--- config.mk ---
export PLATFORM = sky130hd
export DESIGN_NAME = alu_top
export DESIGN_NICKNAME = d
export VERILOG_FILES = /design/src/hw/alu_op_pkg.sv /design/src/hw/alu_data_pkg.sv /design/src/hw/alu_adder.sv /design/src/hw/alu_decoder.sv /design/src/hw/alu_result_stage.sv /design/src/hw/alu_shifter.sv /design/src/hw/alu_top.sv /design/src/hw/ldpc_unit.sv
export VERILOG_INCLUDE_DIRS = /design/src /design/src/hw
export SDC_FILE = /design/constraint.sdc
export NUM_CORES = 1
export LEC_CHECK = 0
export CAP_MARGIN = 5
export CORE_UTILIZATION = 55
export DETAILED_ROUTE_END_ITERATION = 8
export DONT_BUFFER_PORTS = 1
export PLACE_DENSITY = 0.76
export SLEW_MARGIN = 25
export SYNTH_ARGS = -nofsm -noshare
export SYNTH_HDL_FRONTEND = slang
export SYNTH_HIERARCHICAL = 1
export SYNTH_SLANG_ARGS = --single-unit
--- constraint.sdc ---
create_clock -name clk_i -period 0.82 [get_ports clk_i]
set_clock_uncertainty 0.1 [all_clocks]
set_input_delay 0.041 -clock clk_i [delete_from_list [all_inputs] [get_ports clk_i]]
set_output_delay 0.041 -clock clk_i [all_outputs]
set_load 0.005 [all_outputs]
--- src/hw/alu_consts.svh ---
`ifndef ALU_CONSTS_SVH
`define ALU_CONSTS_SVH

// ------------------------------
// Datapath widths
// ------------------------------
`define ALU_XLEN 32
`define ALU_SHAMT_W 5

// ------------------------------
// LDPC message format
// ------------------------------
`define LDPC_W 8

// Symmetric clamp, negative limit is -LDPC_SAT_MAX
`define LDPC_SAT_MAX 127

`endif

--- src/hw/alu_op_pkg.sv ---
`default_nettype none

package alu_op_pkg;

  // Operation code as seen on the request
  typedef enum logic [4:0] {
    ADD, SUB,
    ANDL, ORL, XORL,
    ANDN, ORN, XNOR,
    SLL, SRL, SRA,
    SLTS, SLTU,
    EQ, NE, LTS, LTU, GES, GEU,
    LDPC_MIN, LDPC_ABS, LDPC_SUB_SAT, LDPC_ADD_SAT,
    LDPC_MINMAX, LDPC_MIN_SORTING, LDPC_RSIGN_NMESS
  } alu_op_e;

  // Which unit drives the result
  typedef enum logic [2:0] {
    RES_ADDER, RES_LOGIC, RES_SHIFT, RES_LESS, RES_LDPC
  } res_sel_e;

  typedef enum logic [1:0] {
    LOGIC_AND, LOGIC_OR, LOGIC_XOR
  } logic_op_e;

  typedef enum logic [2:0] {
    BR_NONE, BR_EQ, BR_NE, BR_LT, BR_GE
  } branch_cond_e;

  typedef enum logic [2:0] {
    LD_MIN, LD_ABS, LD_SUB_SAT, LD_ADD_SAT, LD_MINMAX, LD_MIN_SORTING, LD_RSIGN_NMESS
  } ldpc_op_e;

  typedef struct packed {
    logic         negate_b;
    logic         signed_cmp;
    logic         shift_left;
    logic         shift_arith;
    logic_op_e    logic_op;
    res_sel_e     res_sel;
    branch_cond_e branch_cond;
    ldpc_op_e     ldpc_op;
  } alu_ctrl_t;

endpackage

`default_nettype wire

--- src/hw/alu_data_pkg.sv ---
`default_nettype none

`include "alu_consts.svh"

package alu_data_pkg;

  // Incoming request, imm is the third LDPC operand
  typedef struct packed {
    alu_op_pkg::alu_op_e  op;
    logic [`ALU_XLEN-1:0] operand_a;
    logic [`ALU_XLEN-1:0] operand_b;
    logic [`ALU_XLEN-1:0] imm;
  } alu_req_t;

  // Adder outputs shared by result select and branch logic
  typedef struct packed {
    logic [`ALU_XLEN-1:0] sum;
    logic [`ALU_XLEN-1:0] operand_b_neg;
    logic                 zero;
    logic                 less;
  } adder_res_t;

  typedef struct packed {
    logic [`ALU_XLEN-1:0] result;
    logic                 branch_res;
  } alu_rsp_t;

endpackage

`default_nettype wire

--- src/hw/alu_adder.sv ---
`default_nettype none

`include "alu_consts.svh"

module alu_adder (
  input  alu_data_pkg::alu_req_t   req_i,
  input  alu_op_pkg::alu_ctrl_t    ctrl_i,
  output alu_data_pkg::adder_res_t res_o
);

  logic [`ALU_XLEN:0]   adder_in_a;
  logic [`ALU_XLEN:0]   adder_in_b;
  logic [`ALU_XLEN:0]   adder_ext;
  logic [`ALU_XLEN-1:0] sum;
  logic                 sign_a;
  logic                 sign_b;

  // Extra LSB carries the +1 of the two's complement
  assign adder_in_a = {req_i.operand_a, 1'b1};
  assign adder_in_b = {req_i.operand_b, 1'b0} ^ {(`ALU_XLEN+1){ctrl_i.negate_b}};

  assign adder_ext = adder_in_a + adder_in_b;
  assign sum       = adder_ext[`ALU_XLEN:1];

  // Sign bits only count for signed compares
  assign sign_a = ctrl_i.signed_cmp & req_i.operand_a[`ALU_XLEN-1];
  assign sign_b = ctrl_i.signed_cmp & req_i.operand_b[`ALU_XLEN-1];

  assign res_o.sum           = sum;
  assign res_o.operand_b_neg = adder_in_b[`ALU_XLEN:1];
  assign res_o.zero          = ~|sum;
  assign res_o.less          = $signed({sign_a, req_i.operand_a})
                             < $signed({sign_b, req_i.operand_b});

endmodule

`default_nettype wire

--- src/hw/alu_decoder.sv ---
`default_nettype none

module alu_decoder (
  input  alu_op_pkg::alu_op_e   op_i,
  output alu_op_pkg::alu_ctrl_t ctrl_o
);

  always_comb begin
    // Defaults describe a plain ADD
    ctrl_o.negate_b    = 1'b0;
    ctrl_o.signed_cmp  = 1'b0;
    ctrl_o.shift_left  = 1'b0;
    ctrl_o.shift_arith = 1'b0;
    ctrl_o.logic_op    = alu_op_pkg::LOGIC_AND;
    ctrl_o.res_sel     = alu_op_pkg::RES_ADDER;
    ctrl_o.branch_cond = alu_op_pkg::BR_NONE;
    ctrl_o.ldpc_op     = alu_op_pkg::LD_MIN;

    unique case (op_i)
      alu_op_pkg::ADD: ;
      alu_op_pkg::SUB: ctrl_o.negate_b = 1'b1;

      // ------------------------------
      // Bitwise, inverted forms use the negated operand
      // ------------------------------
      alu_op_pkg::ANDL: ctrl_o.res_sel = alu_op_pkg::RES_LOGIC;
      alu_op_pkg::ORL: begin
        ctrl_o.res_sel  = alu_op_pkg::RES_LOGIC;
        ctrl_o.logic_op = alu_op_pkg::LOGIC_OR;
      end
      alu_op_pkg::XORL: begin
        ctrl_o.res_sel  = alu_op_pkg::RES_LOGIC;
        ctrl_o.logic_op = alu_op_pkg::LOGIC_XOR;
      end
      alu_op_pkg::ANDN: begin
        ctrl_o.negate_b = 1'b1;
        ctrl_o.res_sel  = alu_op_pkg::RES_LOGIC;
      end
      alu_op_pkg::ORN: begin
        ctrl_o.negate_b = 1'b1;
        ctrl_o.res_sel  = alu_op_pkg::RES_LOGIC;
        ctrl_o.logic_op = alu_op_pkg::LOGIC_OR;
      end
      alu_op_pkg::XNOR: begin
        ctrl_o.negate_b = 1'b1;
        ctrl_o.res_sel  = alu_op_pkg::RES_LOGIC;
        ctrl_o.logic_op = alu_op_pkg::LOGIC_XOR;
      end

      // Shifts
      alu_op_pkg::SLL: begin
        ctrl_o.res_sel    = alu_op_pkg::RES_SHIFT;
        ctrl_o.shift_left = 1'b1;
      end
      alu_op_pkg::SRL: ctrl_o.res_sel = alu_op_pkg::RES_SHIFT;
      alu_op_pkg::SRA: begin
        ctrl_o.res_sel     = alu_op_pkg::RES_SHIFT;
        ctrl_o.shift_arith = 1'b1;
      end

      // Compares
      alu_op_pkg::SLTS: begin
        ctrl_o.res_sel    = alu_op_pkg::RES_LESS;
        ctrl_o.signed_cmp = 1'b1;
      end
      alu_op_pkg::SLTU: ctrl_o.res_sel = alu_op_pkg::RES_LESS;

      // ------------------------------
      // Branches, EQ and NE test the difference for zero
      // ------------------------------
      alu_op_pkg::EQ: begin
        ctrl_o.negate_b    = 1'b1;
        ctrl_o.branch_cond = alu_op_pkg::BR_EQ;
      end
      alu_op_pkg::NE: begin
        ctrl_o.negate_b    = 1'b1;
        ctrl_o.branch_cond = alu_op_pkg::BR_NE;
      end
      alu_op_pkg::LTS: begin
        ctrl_o.signed_cmp  = 1'b1;
        ctrl_o.branch_cond = alu_op_pkg::BR_LT;
      end
      alu_op_pkg::LTU: ctrl_o.branch_cond = alu_op_pkg::BR_LT;
      alu_op_pkg::GES: begin
        ctrl_o.signed_cmp  = 1'b1;
        ctrl_o.branch_cond = alu_op_pkg::BR_GE;
      end
      alu_op_pkg::GEU: ctrl_o.branch_cond = alu_op_pkg::BR_GE;

      // LDPC
      alu_op_pkg::LDPC_MIN: begin
        ctrl_o.res_sel = alu_op_pkg::RES_LDPC;
      end
      alu_op_pkg::LDPC_ABS: begin
        ctrl_o.res_sel = alu_op_pkg::RES_LDPC;
        ctrl_o.ldpc_op = alu_op_pkg::LD_ABS;
      end
      alu_op_pkg::LDPC_SUB_SAT: begin
        ctrl_o.res_sel = alu_op_pkg::RES_LDPC;
        ctrl_o.ldpc_op = alu_op_pkg::LD_SUB_SAT;
      end
      alu_op_pkg::LDPC_ADD_SAT: begin
        ctrl_o.res_sel = alu_op_pkg::RES_LDPC;
        ctrl_o.ldpc_op = alu_op_pkg::LD_ADD_SAT;
      end
      alu_op_pkg::LDPC_MINMAX: begin
        ctrl_o.res_sel = alu_op_pkg::RES_LDPC;
        ctrl_o.ldpc_op = alu_op_pkg::LD_MINMAX;
      end
      alu_op_pkg::LDPC_MIN_SORTING: begin
        ctrl_o.res_sel = alu_op_pkg::RES_LDPC;
        ctrl_o.ldpc_op = alu_op_pkg::LD_MIN_SORTING;
      end
      alu_op_pkg::LDPC_RSIGN_NMESS: begin
        ctrl_o.res_sel = alu_op_pkg::RES_LDPC;
        ctrl_o.ldpc_op = alu_op_pkg::LD_RSIGN_NMESS;
      end
      default: ;
    endcase
  end

endmodule

`default_nettype wire

--- src/hw/alu_result_stage.sv ---
`default_nettype none

`include "alu_consts.svh"

module alu_result_stage (
  input  logic                     clk_i,
  input  logic                     arst_n_i,
  input  logic                     valid_i,
  input  alu_op_pkg::alu_ctrl_t    ctrl_i,
  input  logic [`ALU_XLEN-1:0]     operand_a_i,
  input  alu_data_pkg::adder_res_t adder_i,
  input  logic [`ALU_XLEN-1:0]     shift_i,
  input  logic [`ALU_XLEN-1:0]     ldpc_i,
  output logic                     valid_o,
  output alu_data_pkg::alu_rsp_t   rsp_o
);

  logic [`ALU_XLEN-1:0] logic_res;
  logic [`ALU_XLEN-1:0] result_d;
  logic                 branch_d;

  // ------------------------------
  // Bitwise ops on the possibly inverted operand
  // ------------------------------
  always_comb begin
    unique case (ctrl_i.logic_op)
      alu_op_pkg::LOGIC_OR:  logic_res = operand_a_i | adder_i.operand_b_neg;
      alu_op_pkg::LOGIC_XOR: logic_res = operand_a_i ^ adder_i.operand_b_neg;
      default:               logic_res = operand_a_i & adder_i.operand_b_neg;
    endcase
  end

  always_comb begin
    unique case (ctrl_i.res_sel)
      alu_op_pkg::RES_LOGIC: result_d = logic_res;
      alu_op_pkg::RES_SHIFT: result_d = shift_i;
      alu_op_pkg::RES_LESS:  result_d = {{(`ALU_XLEN-1){1'b0}}, adder_i.less};
      alu_op_pkg::RES_LDPC:  result_d = ldpc_i;
      default:               result_d = adder_i.sum;
    endcase
  end

  // Branch outcome, taken for anything that is not a branch
  always_comb begin
    unique case (ctrl_i.branch_cond)
      alu_op_pkg::BR_EQ: branch_d = adder_i.zero;
      alu_op_pkg::BR_NE: branch_d = ~adder_i.zero;
      alu_op_pkg::BR_LT: branch_d = adder_i.less;
      alu_op_pkg::BR_GE: branch_d = ~adder_i.less;
      default:           branch_d = 1'b1;
    endcase
  end

  // ------------------------------
  // Output register
  // ------------------------------
  always_ff @(posedge clk_i or negedge arst_n_i) begin
    if (!arst_n_i) begin
      valid_o <= 1'b0;
      rsp_o   <= '0;
    end else begin
      valid_o <= valid_i;
      if (valid_i) begin
        rsp_o.result     <= result_d;
        rsp_o.branch_res <= branch_d;
      end
    end
  end

endmodule

`default_nettype wire

--- src/hw/alu_shifter.sv ---
`default_nettype none

`include "alu_consts.svh"

module alu_shifter (
  input  logic [`ALU_XLEN-1:0]    operand_i,
  input  logic [`ALU_SHAMT_W-1:0] shamt_i,
  input  alu_op_pkg::alu_ctrl_t   ctrl_i,
  output logic [`ALU_XLEN-1:0]    result_o
);

  logic [`ALU_XLEN-1:0] shift_in;
  logic [`ALU_XLEN:0]   shift_ext;
  logic [`ALU_XLEN:0]   right_ext;

  function automatic logic [`ALU_XLEN-1:0] bit_rev(input logic [`ALU_XLEN-1:0] val);
    logic [`ALU_XLEN-1:0] rev;
    for (int i = 0; i < `ALU_XLEN; i++) begin
      rev[i] = val[`ALU_XLEN-1-i];
    end
    return rev;
  endfunction

  // Left shift is a right shift of the reversed word
  assign shift_in = ctrl_i.shift_left ? bit_rev(operand_i) : operand_i;

  // Fill bit is zero unless SRA
  assign shift_ext = {ctrl_i.shift_arith & shift_in[`ALU_XLEN-1], shift_in};
  assign right_ext = $unsigned($signed(shift_ext) >>> shamt_i);

  assign result_o = ctrl_i.shift_left ? bit_rev(right_ext[`ALU_XLEN-1:0])
                                      : right_ext[`ALU_XLEN-1:0];

endmodule

`default_nettype wire

--- src/hw/alu_top.sv ---
`default_nettype none

`include "alu_consts.svh"

module alu_top (
  input  logic                   clk_i,
  input  logic                   arst_n_i,
  input  logic                   req_valid_i,
  input  alu_data_pkg::alu_req_t req_i,
  output logic                   rsp_valid_o,
  output alu_data_pkg::alu_rsp_t rsp_o
);

  alu_op_pkg::alu_ctrl_t    ctrl;
  alu_data_pkg::adder_res_t adder_res;
  logic [`ALU_XLEN-1:0]     shift_res;
  logic [`ALU_XLEN-1:0]     ldpc_res;

  alu_decoder u_decoder (
    .op_i   (req_i.op),
    .ctrl_o (ctrl)
  );

  alu_adder u_adder (
    .req_i  (req_i),
    .ctrl_i (ctrl),
    .res_o  (adder_res)
  );

  // Shift amount comes from the low bits of operand_b
  alu_shifter u_shifter (
    .operand_i (req_i.operand_a),
    .shamt_i   (req_i.operand_b[`ALU_SHAMT_W-1:0]),
    .ctrl_i    (ctrl),
    .result_o  (shift_res)
  );

  ldpc_unit u_ldpc (
    .req_i    (req_i),
    .ctrl_i   (ctrl),
    .result_o (ldpc_res)
  );

  alu_result_stage u_result_stage (
    .clk_i       (clk_i),
    .arst_n_i    (arst_n_i),
    .valid_i     (req_valid_i),
    .ctrl_i      (ctrl),
    .operand_a_i (req_i.operand_a),
    .adder_i     (adder_res),
    .shift_i     (shift_res),
    .ldpc_i      (ldpc_res),
    .valid_o     (rsp_valid_o),
    .rsp_o       (rsp_o)
  );

endmodule

`default_nettype wire

--- src/hw/ldpc_unit.sv ---
`default_nettype none

`include "alu_consts.svh"

module ldpc_unit (
  input  alu_data_pkg::alu_req_t  req_i,
  input  alu_op_pkg::alu_ctrl_t   ctrl_i,
  output logic [`ALU_XLEN-1:0]    result_o
);

  localparam int W = `LDPC_W;
  localparam logic signed [W-1:0] SAT_POS = W'(`LDPC_SAT_MAX);
  localparam logic signed [W-1:0] SAT_NEG = W'(-`LDPC_SAT_MAX);

  logic signed [W-1:0] a;
  logic signed [W-1:0] b;
  logic signed [W-1:0] c;
  logic signed [W:0]   sum9;
  logic signed [W:0]   diff9;
  logic                a_ge_b;
  logic [W-1:0]        max_ab;
  logic                keep_sign;
  logic [W-1:0]        ldpc_res;

  function automatic logic [W-1:0] sat9(input logic signed [W:0] val);
    if (val > SAT_POS) begin
      return SAT_POS;
    end else if (val < SAT_NEG) begin
      return SAT_NEG;
    end
    return val[W-1:0];
  endfunction

  assign a = req_i.operand_a[W-1:0];
  assign b = req_i.operand_b[W-1:0];
  assign c = req_i.imm[W-1:0];

  // One extra bit keeps the overflow visible
  assign sum9  = {a[W-1], a} + {b[W-1], b};
  assign diff9 = {a[W-1], a} - {b[W-1], b};

  assign a_ge_b = a >= b;
  assign max_ab = a_ge_b ? a : b;

  // Keep c when b[0] disagrees with a >= 0
  assign keep_sign = b[0] ^ ~a[W-1];

  always_comb begin
    unique case (ctrl_i.ldpc_op)
      alu_op_pkg::LD_MIN:         ldpc_res = a_ge_b ? b : a;
      alu_op_pkg::LD_ABS:         ldpc_res = a[W-1] ? -a : a;
      alu_op_pkg::LD_SUB_SAT:     ldpc_res = sat9(diff9);
      alu_op_pkg::LD_ADD_SAT:     ldpc_res = sat9(sum9);
      alu_op_pkg::LD_MINMAX:      ldpc_res = (c >= $signed(max_ab)) ? max_ab : c;
      alu_op_pkg::LD_MIN_SORTING: ldpc_res = (a == b) ? c : a;
      alu_op_pkg::LD_RSIGN_NMESS: ldpc_res = keep_sign ? c : -c;
      default:                    ldpc_res = '0;
    endcase
  end

  assign result_o = {{(`ALU_XLEN-W){1'b0}}, ldpc_res};

endmodule

`default_nettype wire
==> results.yml, run 1 <==
outcome:
  outcome: "finished, violations left"
  violations: "negative hold slack, negative setup slack"
worst_setup_path:
  cp_max_fo: 13
  criticalPathCategory: "primary input to flip-flop"
  critPathCaptureType: "flip-flop"
  arrival_ns: 4.60
  ff2ff_setup_slack_ns: -0.18
  critPathCapture: "u_result_stage/rsp_o[0]$_DFFE_PN0P_"
  reg2reg_depth: 2
  crit_path_start_kind: "primary input"
  regToRegStartpoint: "u_result_stage/rsp_o[0]$_DFFE_PN0P_"
  crit_start: "req_i[98]"
  cp.required_ns: 0.89
  reg2reg_to: "u_result_stage/rsp_o[0]$_DFFE_PN0P_"
die:
  start_util: 0.565
  dieArea_mm2: 0.0249
  io_pins: 138
  rows: 56
  die_width_um: 158
  core_area_mm2: 0.0236
  fp.dieH_um: 158
sta:
  period_share: 5.52
  relSlewSlack: 0.416
  slew_violations: 0
  hold_slack_ns: -0.657
  rsz0062_at_grt: "yes"
  clock.fmax_ghz: 0.221
  setup_viol: 66
  timing.setup.tns_ns: -87.95
  final-hold-violation-count: 68
  period_needed_ns: 4.53
  tightest_slew_ns: 0.869
  finalWorstSetupSlack_ns: -3.71
logic_synthesis:
  syn_area_mm2: 0.0133
  synth_warnings: 6
  ys.flop_type: "dfrtp_1"
  synth_top_area_cell: "ha_1"
  ys_seq_area_frac: 0.0637
  ys_seq_elements: 34
  synthArstFlopShare: 1.00
  synth_edf_count: 0
  synth_area_leaders: "ha_1 15%, dfrtp_1 6.4%, inv_1 5.5%"
  avgSynthCellArea_um2: 7.52
  synth_cell_type_count: 98
  netlist.area_leader.share: 0.148
  syn_inst: 1774
power:
  pwr-share-seq: 0.111
  totalPowerFinal_mw: 21.5
  vdd_drop_max_mv: 1.31
  net-switching-power_mw: 9.40
  p_clk_frac: 0.104
  powerDensity_mw_per_mm2: 1120
  sw_frac_of_total: 0.436
  p_leak_nw: 9.02
  internal_power_mw: 12.1
  power_frac_comb: 0.784
clock_network:
  clockBufferDepth: 2
  cts_max_level: 2
  clk_latency_ns: 0.29
  root_buffer: "clkbuf_16"
  cts_tree: "done"
  clk_pin_slew_ns: 0.06
  cts_inserted_buffers: 5
  cts.sinks: 34
placed_design:
  gp_congestion: 1.00
  portBuffers: 0
  hpwl_um: 41200
cells_and_area:
  fin_util: 0.814
  fin_nets: 2426
  final_common_cell: "buf_4"
  antenna_cells: 0
  synthToLayoutAreaGrowth_pct: 44.0
  drive_gt1_frac: 0.388
  most-common-layout-cells: "398 x buf_4, 195 x inv_1, 141 x ha_1"
  nFillCells: 1490
global_route:
  antenna_found_initial: 0
  grt_pass1_vias: 15791
  grt_start_max_net_pins: 83
  overflow: 0
  grt_pass1_wl_um: 87600
  grt_usage: 0.459
route:
  vias: 16662
  antenna_left: 0
  drtPass1Iterations: 7
  wl_um: 59300
  first_iter_violations: 2311
  drc: 0
  viasPerCell: 6.71
  post_drt_wl_per_cell_um: 23.9
run:
  cap_viol_max_count: 0
worst_hold_path:
  hold_path.class: "primary input to async pin"
## area by class of cell
| type | count | area (µm²) | share of cell area |
|---|---|---|---|
| multi-input cells | 1428 | 12800 | 0.666 |
| repair buffers | 493 | 4260 | 0.221 |
| flip-flops and latches | 34 | 851 | 0.0443 |
| inverters | 200 | 754 | 0.0392 |
| well taps | 319 | 399 | 0.0208 |
| clock buffers | 8 | 166 | 0.00866 |
## cell families (layout without fill, tap and decap cells)
kind of cell               Yosys count  in the layout  synth area share
DFF                                 34             34            0.0637
buffers and inverters              335            701             0.110
and+or+nand+nor                    511            511             0.196
AOI/OAI and AO/OA                  519            519             0.287
xor gates and xnor gates            75             75            0.0492
adders and majority gates          160            160             0.151
other                                1             24          0.000281
muxes                              139            139             0.142
## cells in the mapped netlist (30+ instances only)
master    instances
a21o_1           32
a21oi_1         109
a221oi_1         44
buf_2            31
clkbuf_1         62
dfrtp_1          34
ha_1            158
inv_1           197
mux2i_1          71
mux4_2           30
nand2_1         110
nand2b_1         56
nand3_1          39
nor2_1          122
nor2b_1          57
nor3_1           31
o21ai_0          77
o32a_1           31
xor2_1           49
## per-layer routing
metal	routed length, µm	track usage	vias up
met1	21600	0.546	7861
met2	26300	0.738	1235
met3	6900	0.117	373
met4	4490	0.284	0
met5	0	0	-
li1	-	-	7193
## sequential cells by signal, summed over array words and instances, names as in the netlist
name and cells:
u_result_stage/valid_o 1, u_result_stage/rsp_o 33
## what timing repair did
action / in CTS / in global routing
buffers inserted: 47 / 22
gates cloned: 1 / 0
setup endpoints to repair: 66 / 67
pin swaps: 122 / 74
hold endpoints to repair: 68 / 68
resized for setup: 246 / 78
## critical path, cell delays in order
cell and delay (ns):
nand2b_4 0.10, o21ai_2 0.07, a211oi_4 0.20, buf_12 0.19
xor2_2 0.21, ha_1 0.29, buf_4 0.15, a211oi_4 0.25
o21ai_0 0.16, a211oi_1 0.38, a21oi_1 0.15, nor2_1 0.21
nor4b_4 0.29, nand4b_1 0.20, nor4bb_1 0.29, or4b_4 0.52
nor4_4 0.21, mux2i_1 0.11, a311oi_1 0.22, nor2_1 0.08
mux2_2 0.27
## worst min-delay path by stage
stage             start                                   end  slack (ns)  cells past startpoint
4_1_cts        arst_n_i  u_result_stage/rsp_o[29]$_DFFE_PN0P_       -0.66                      0
5_1_grt        arst_n_i  u_result_stage/rsp_o[28]$_DFFE_PN0P_       -0.67                      0
3_3_place_gp   arst_n_i  u_result_stage/rsp_o[32]$_DFFE_PN0P_       -0.35                      0
2_1_floorplan  arst_n_i   u_result_stage/rsp_o[0]$_DFFE_PN0P_       -0.35                      0
6_report       arst_n_i  u_result_stage/rsp_o[32]$_DFFE_PN0P_       -0.66                      0
3_5_place_dp   arst_n_i  u_result_stage/rsp_o[32]$_DFFE_PN0P_       -0.35                      0
## per-stage QoR
| step | cells | cell area [µm²] | setup WS (ns) |
|---|---|---|---|
| floorplan | 1797 | 14000 | -3.54 |
| global placement | 2408 | 16900 | -3.80 |
| detailed placement | 2408 | 16900 | -3.83 |
| CTS | 2463 | 18700 | -3.47 |
| global route | 2482 | 19200 | -3.79 |
| finish | 2482 | 19200 | -3.71 |
## power by group through the flow
stage | clock [mW] | sequential, mW | combinational [mW]
final | 2.25 | 2.40 | 16.9
after global routing | 2.31 | 2.43 | 17.8
after CTS | 2.25 | 2.38 | 15.5
after detailed placement | 0 | 2.35 | 13.7
after global placement | 0 | 2.33 | 13.4
after floorplan | 0 | 2.32 | 8.22
(Power assumes the default switching activity.)
==> run 2, diff against run 1 <==
--- a/config.mk
+++ b/config.mk
@@ -10,6 +10,7 @@
 export CORE_UTILIZATION = 55
 export DETAILED_ROUTE_END_ITERATION = 8
 export DONT_BUFFER_PORTS = 1
+export MAX_ROUTING_LAYER = met4
 export PLACE_DENSITY = 0.76
 export SLEW_MARGIN = 25
 export SYNTH_ARGS = -nofsm -noshare
==> results.yml, run 2 (same netlist as run 1, synthesis figures left out) <==
run:
  cap_viol_max_count: 0
die:
  rows: 56
  fp.dieH_um: 158
  dieArea_mm2: 0.0249
  core_area_mm2: 0.0236
  start_util: 0.565
  die_width_um: 158
  io_pins: 138
power:
  net-switching-power_mw: 9.51
  vdd_drop_max_mv: 1.09
  internal_power_mw: 11.8
  p_clk_frac: 0.092
  pwr-share-seq: 0.113
  power_frac_comb: 0.795
  sw_frac_of_total: 0.446
  powerDensity_mw_per_mm2: 1120
  p_leak_nw: 9.00
clock_network:
  clockBufferDepth: 2
  clk_latency_ns: 0.29
  cts_tree: "done"
  cts_inserted_buffers: 5
  cts_max_level: 2
  root_buffer: "clkbuf_16"
  cts.sinks: 34
  clk_pin_slew_ns: 0.06
placed_design:
  portBuffers: 0
  gp_congestion: 1.04
  hpwl_um: 41600
route:
  wl_um: 60900
  viasPerCell: 6.77
  antenna_left: 0
  drc: 0
  post_drt_wl_per_cell_um: 24.7
  first_iter_violations: 2153
  vias: 16736
  drtPass1Iterations: 8
sta:
  clock.fmax_ghz: 0.209
  hold_slack_ns: -0.657
  tightest_slew_ns: 0.924
  finalWorstSetupSlack_ns: -3.98
  timing.setup.tns_ns: -90.04
  period_share: 5.85
  period_needed_ns: 4.80
  slew_violations: 0
  setup_viol: 66
  final-hold-violation-count: 67
  relSlewSlack: 0.378
  rsz0062_at_grt: "yes"
worst_setup_path:
  cp.required_ns: 0.89
  crit_path_start_kind: "primary input"
  reg2reg_depth: 3
  arrival_ns: 4.87
  critPathCaptureType: "flip-flop"
  criticalPathCategory: "primary input to flip-flop"
  cp_max_fo: 13
  reg2reg_to: "u_result_stage/rsp_o[17]$_DFFE_PN0P_"
  ff2ff_setup_slack_ns: -0.10
  regToRegStartpoint: "u_result_stage/rsp_o[17]$_DFFE_PN0P_"
cells_and_area:
  final_common_cell: "buf_4"
  reg_top3: "u_result_stage/rsp_o x33, u_result_stage/valid_o x1"
  synthToLayoutAreaGrowth_pct: 43.2
  antenna_cells: 0
  largest_reg_flops: 33
  most-common-layout-cells: "405 x buf_4, 193 x inv_1, 140 x ha_1"
  nFillCells: 1527
  drive_gt1_frac: 0.388
  top_register: "u_result_stage/rsp_o"
  fin_nets: 2417
global_route:
  grt_pass1_wl_um: 86400
  grt_pass1_vias: 15809
  grt_usage: 0.466
  overflow: 0
  grt_start_max_net_pins: 83
  antenna_found_initial: 0
outcome:
  violations: "negative hold slack, negative setup slack"
  outcome: "finished, violations left"
worst_hold_path:
  hold_path.class: "primary input to async pin"
## run 2: cell types whose count changed in the layout (fill, tap and decap cells not counted), moves of 5 or more
cell | before | now
buf_4 | 398 | 405
buf_6 | 70 | 62
nand2_2 | 7 | 2
nor2_4 | 7 | 2
xor2_2 | 15 | 9
xor2_4 | 5 | 10
## run 2: final cells by class
| class | count | area, µm² | area share |
|---|---|---|---|
| tap | 319 | 399 | 0.0209 |
| inverter | 200 | 757 | 0.0396 |
| multi-input combinational | 1428 | 12900 | 0.674 |
| sequential | 34 | 851 | 0.0445 |
| timing repair buffer | 484 | 4080 | 0.214 |
| clock buffer | 7 | 133 | 0.00694 |
## run 2: layer usage
| layer | global-route usage | up-vias | part of all wire |
|---|---|---|---|
| met1 | 0.557 | 7923 | 0.37 |
| met5 | - | - | 0 |
| met4 | 0.264 | 0 | 0.071 |
| met2 | 0.731 | 1255 | 0.45 |
| li1 | - | 7179 | - |
| met3 | 0.0906 | 379 | 0.11 |
## run 2: repair_timing
| item | 4_1_cts | 5_1_grt |
|---|---|---|
| gates resized for setup | 218 | 105 |
| hold endpoints to repair | 68 | 68 |
| setup buffers | 36 | 30 |
| endpoints found under the setup margin | 66 | 66 |
| pin swaps | 91 | 101 |
| cloned | 1 | 0 |
## run 2: critical path, stage by stage
cell	delay, ns
nand2b_4	0.11
o21ai_2	0.07
a211oi_4	0.22
buf_12	0.18
buf_16	0.16
buf_12	0.17
buf_4	0.19
xor2_4	0.35
ha_4	0.28
a21oi_2	0.21
nand2_1	0.14
buf_4	0.15
nor3_1	0.14
o21ai_0	0.15
nor4b_4	0.18
nor2_1	0.13
nand4b_1	0.18
nor4bb_1	0.35
or4b_1	0.51
nor4_2	0.23
mux2i_1	0.12
a311oi_1	0.22
nor2_1	0.08
mux2_2	0.28
## run 2: power by group through the flow
stage	combinational, mW	sequential, mW	clock, mW
global route	17.8	2.44	2.00
finish	16.9	2.40	1.97
detailed placement	13.6	2.35	0
floorplan	8.22	2.32	0
CTS	15.2	2.39	1.95
global placement	13.2	2.33	0
## run 2: per-stage QoR
| step | setup WS (ns) | cells | utilization | cell area (µm²) | total power [mW] |
|---|---|---|---|---|---|
| 2_1_floorplan | -3.54 | 1797 | - | 14000 | 10.5 |
| 3_3_place_gp | -3.80 | 2401 | 0.711 | 16800 | 15.6 |
| 3_5_place_dp | -3.96 | 2401 | 0.711 | 16800 | 15.9 |
| 4_1_cts | -3.56 | 2444 | 0.775 | 18300 | 19.6 |
| 5_1_grt | -4.08 | 2472 | 0.810 | 19100 | 22.2 |
| 6_report | -3.98 | 2472 | 0.810 | 19100 | 21.3 |
## run 2: worst max-delay path by stage
stage / from / end
finish: req_i[98] / u_result_stage/rsp_o[0]$_DFFE_PN0P_
global route: req_i[98] / u_result_stage/rsp_o[0]$_DFFE_PN0P_
CTS: req_i[98] / u_result_stage/rsp_o[0]$_DFFE_PN0P_
detailed placement: req_i[99] / u_result_stage/rsp_o[0]$_DFFE_PN0P_
global placement: req_i[99] / u_result_stage/rsp_o[0]$_DFFE_PN0P_
floorplan: req_i[99] / u_result_stage/rsp_o[0]$_DFFE_PN0P_
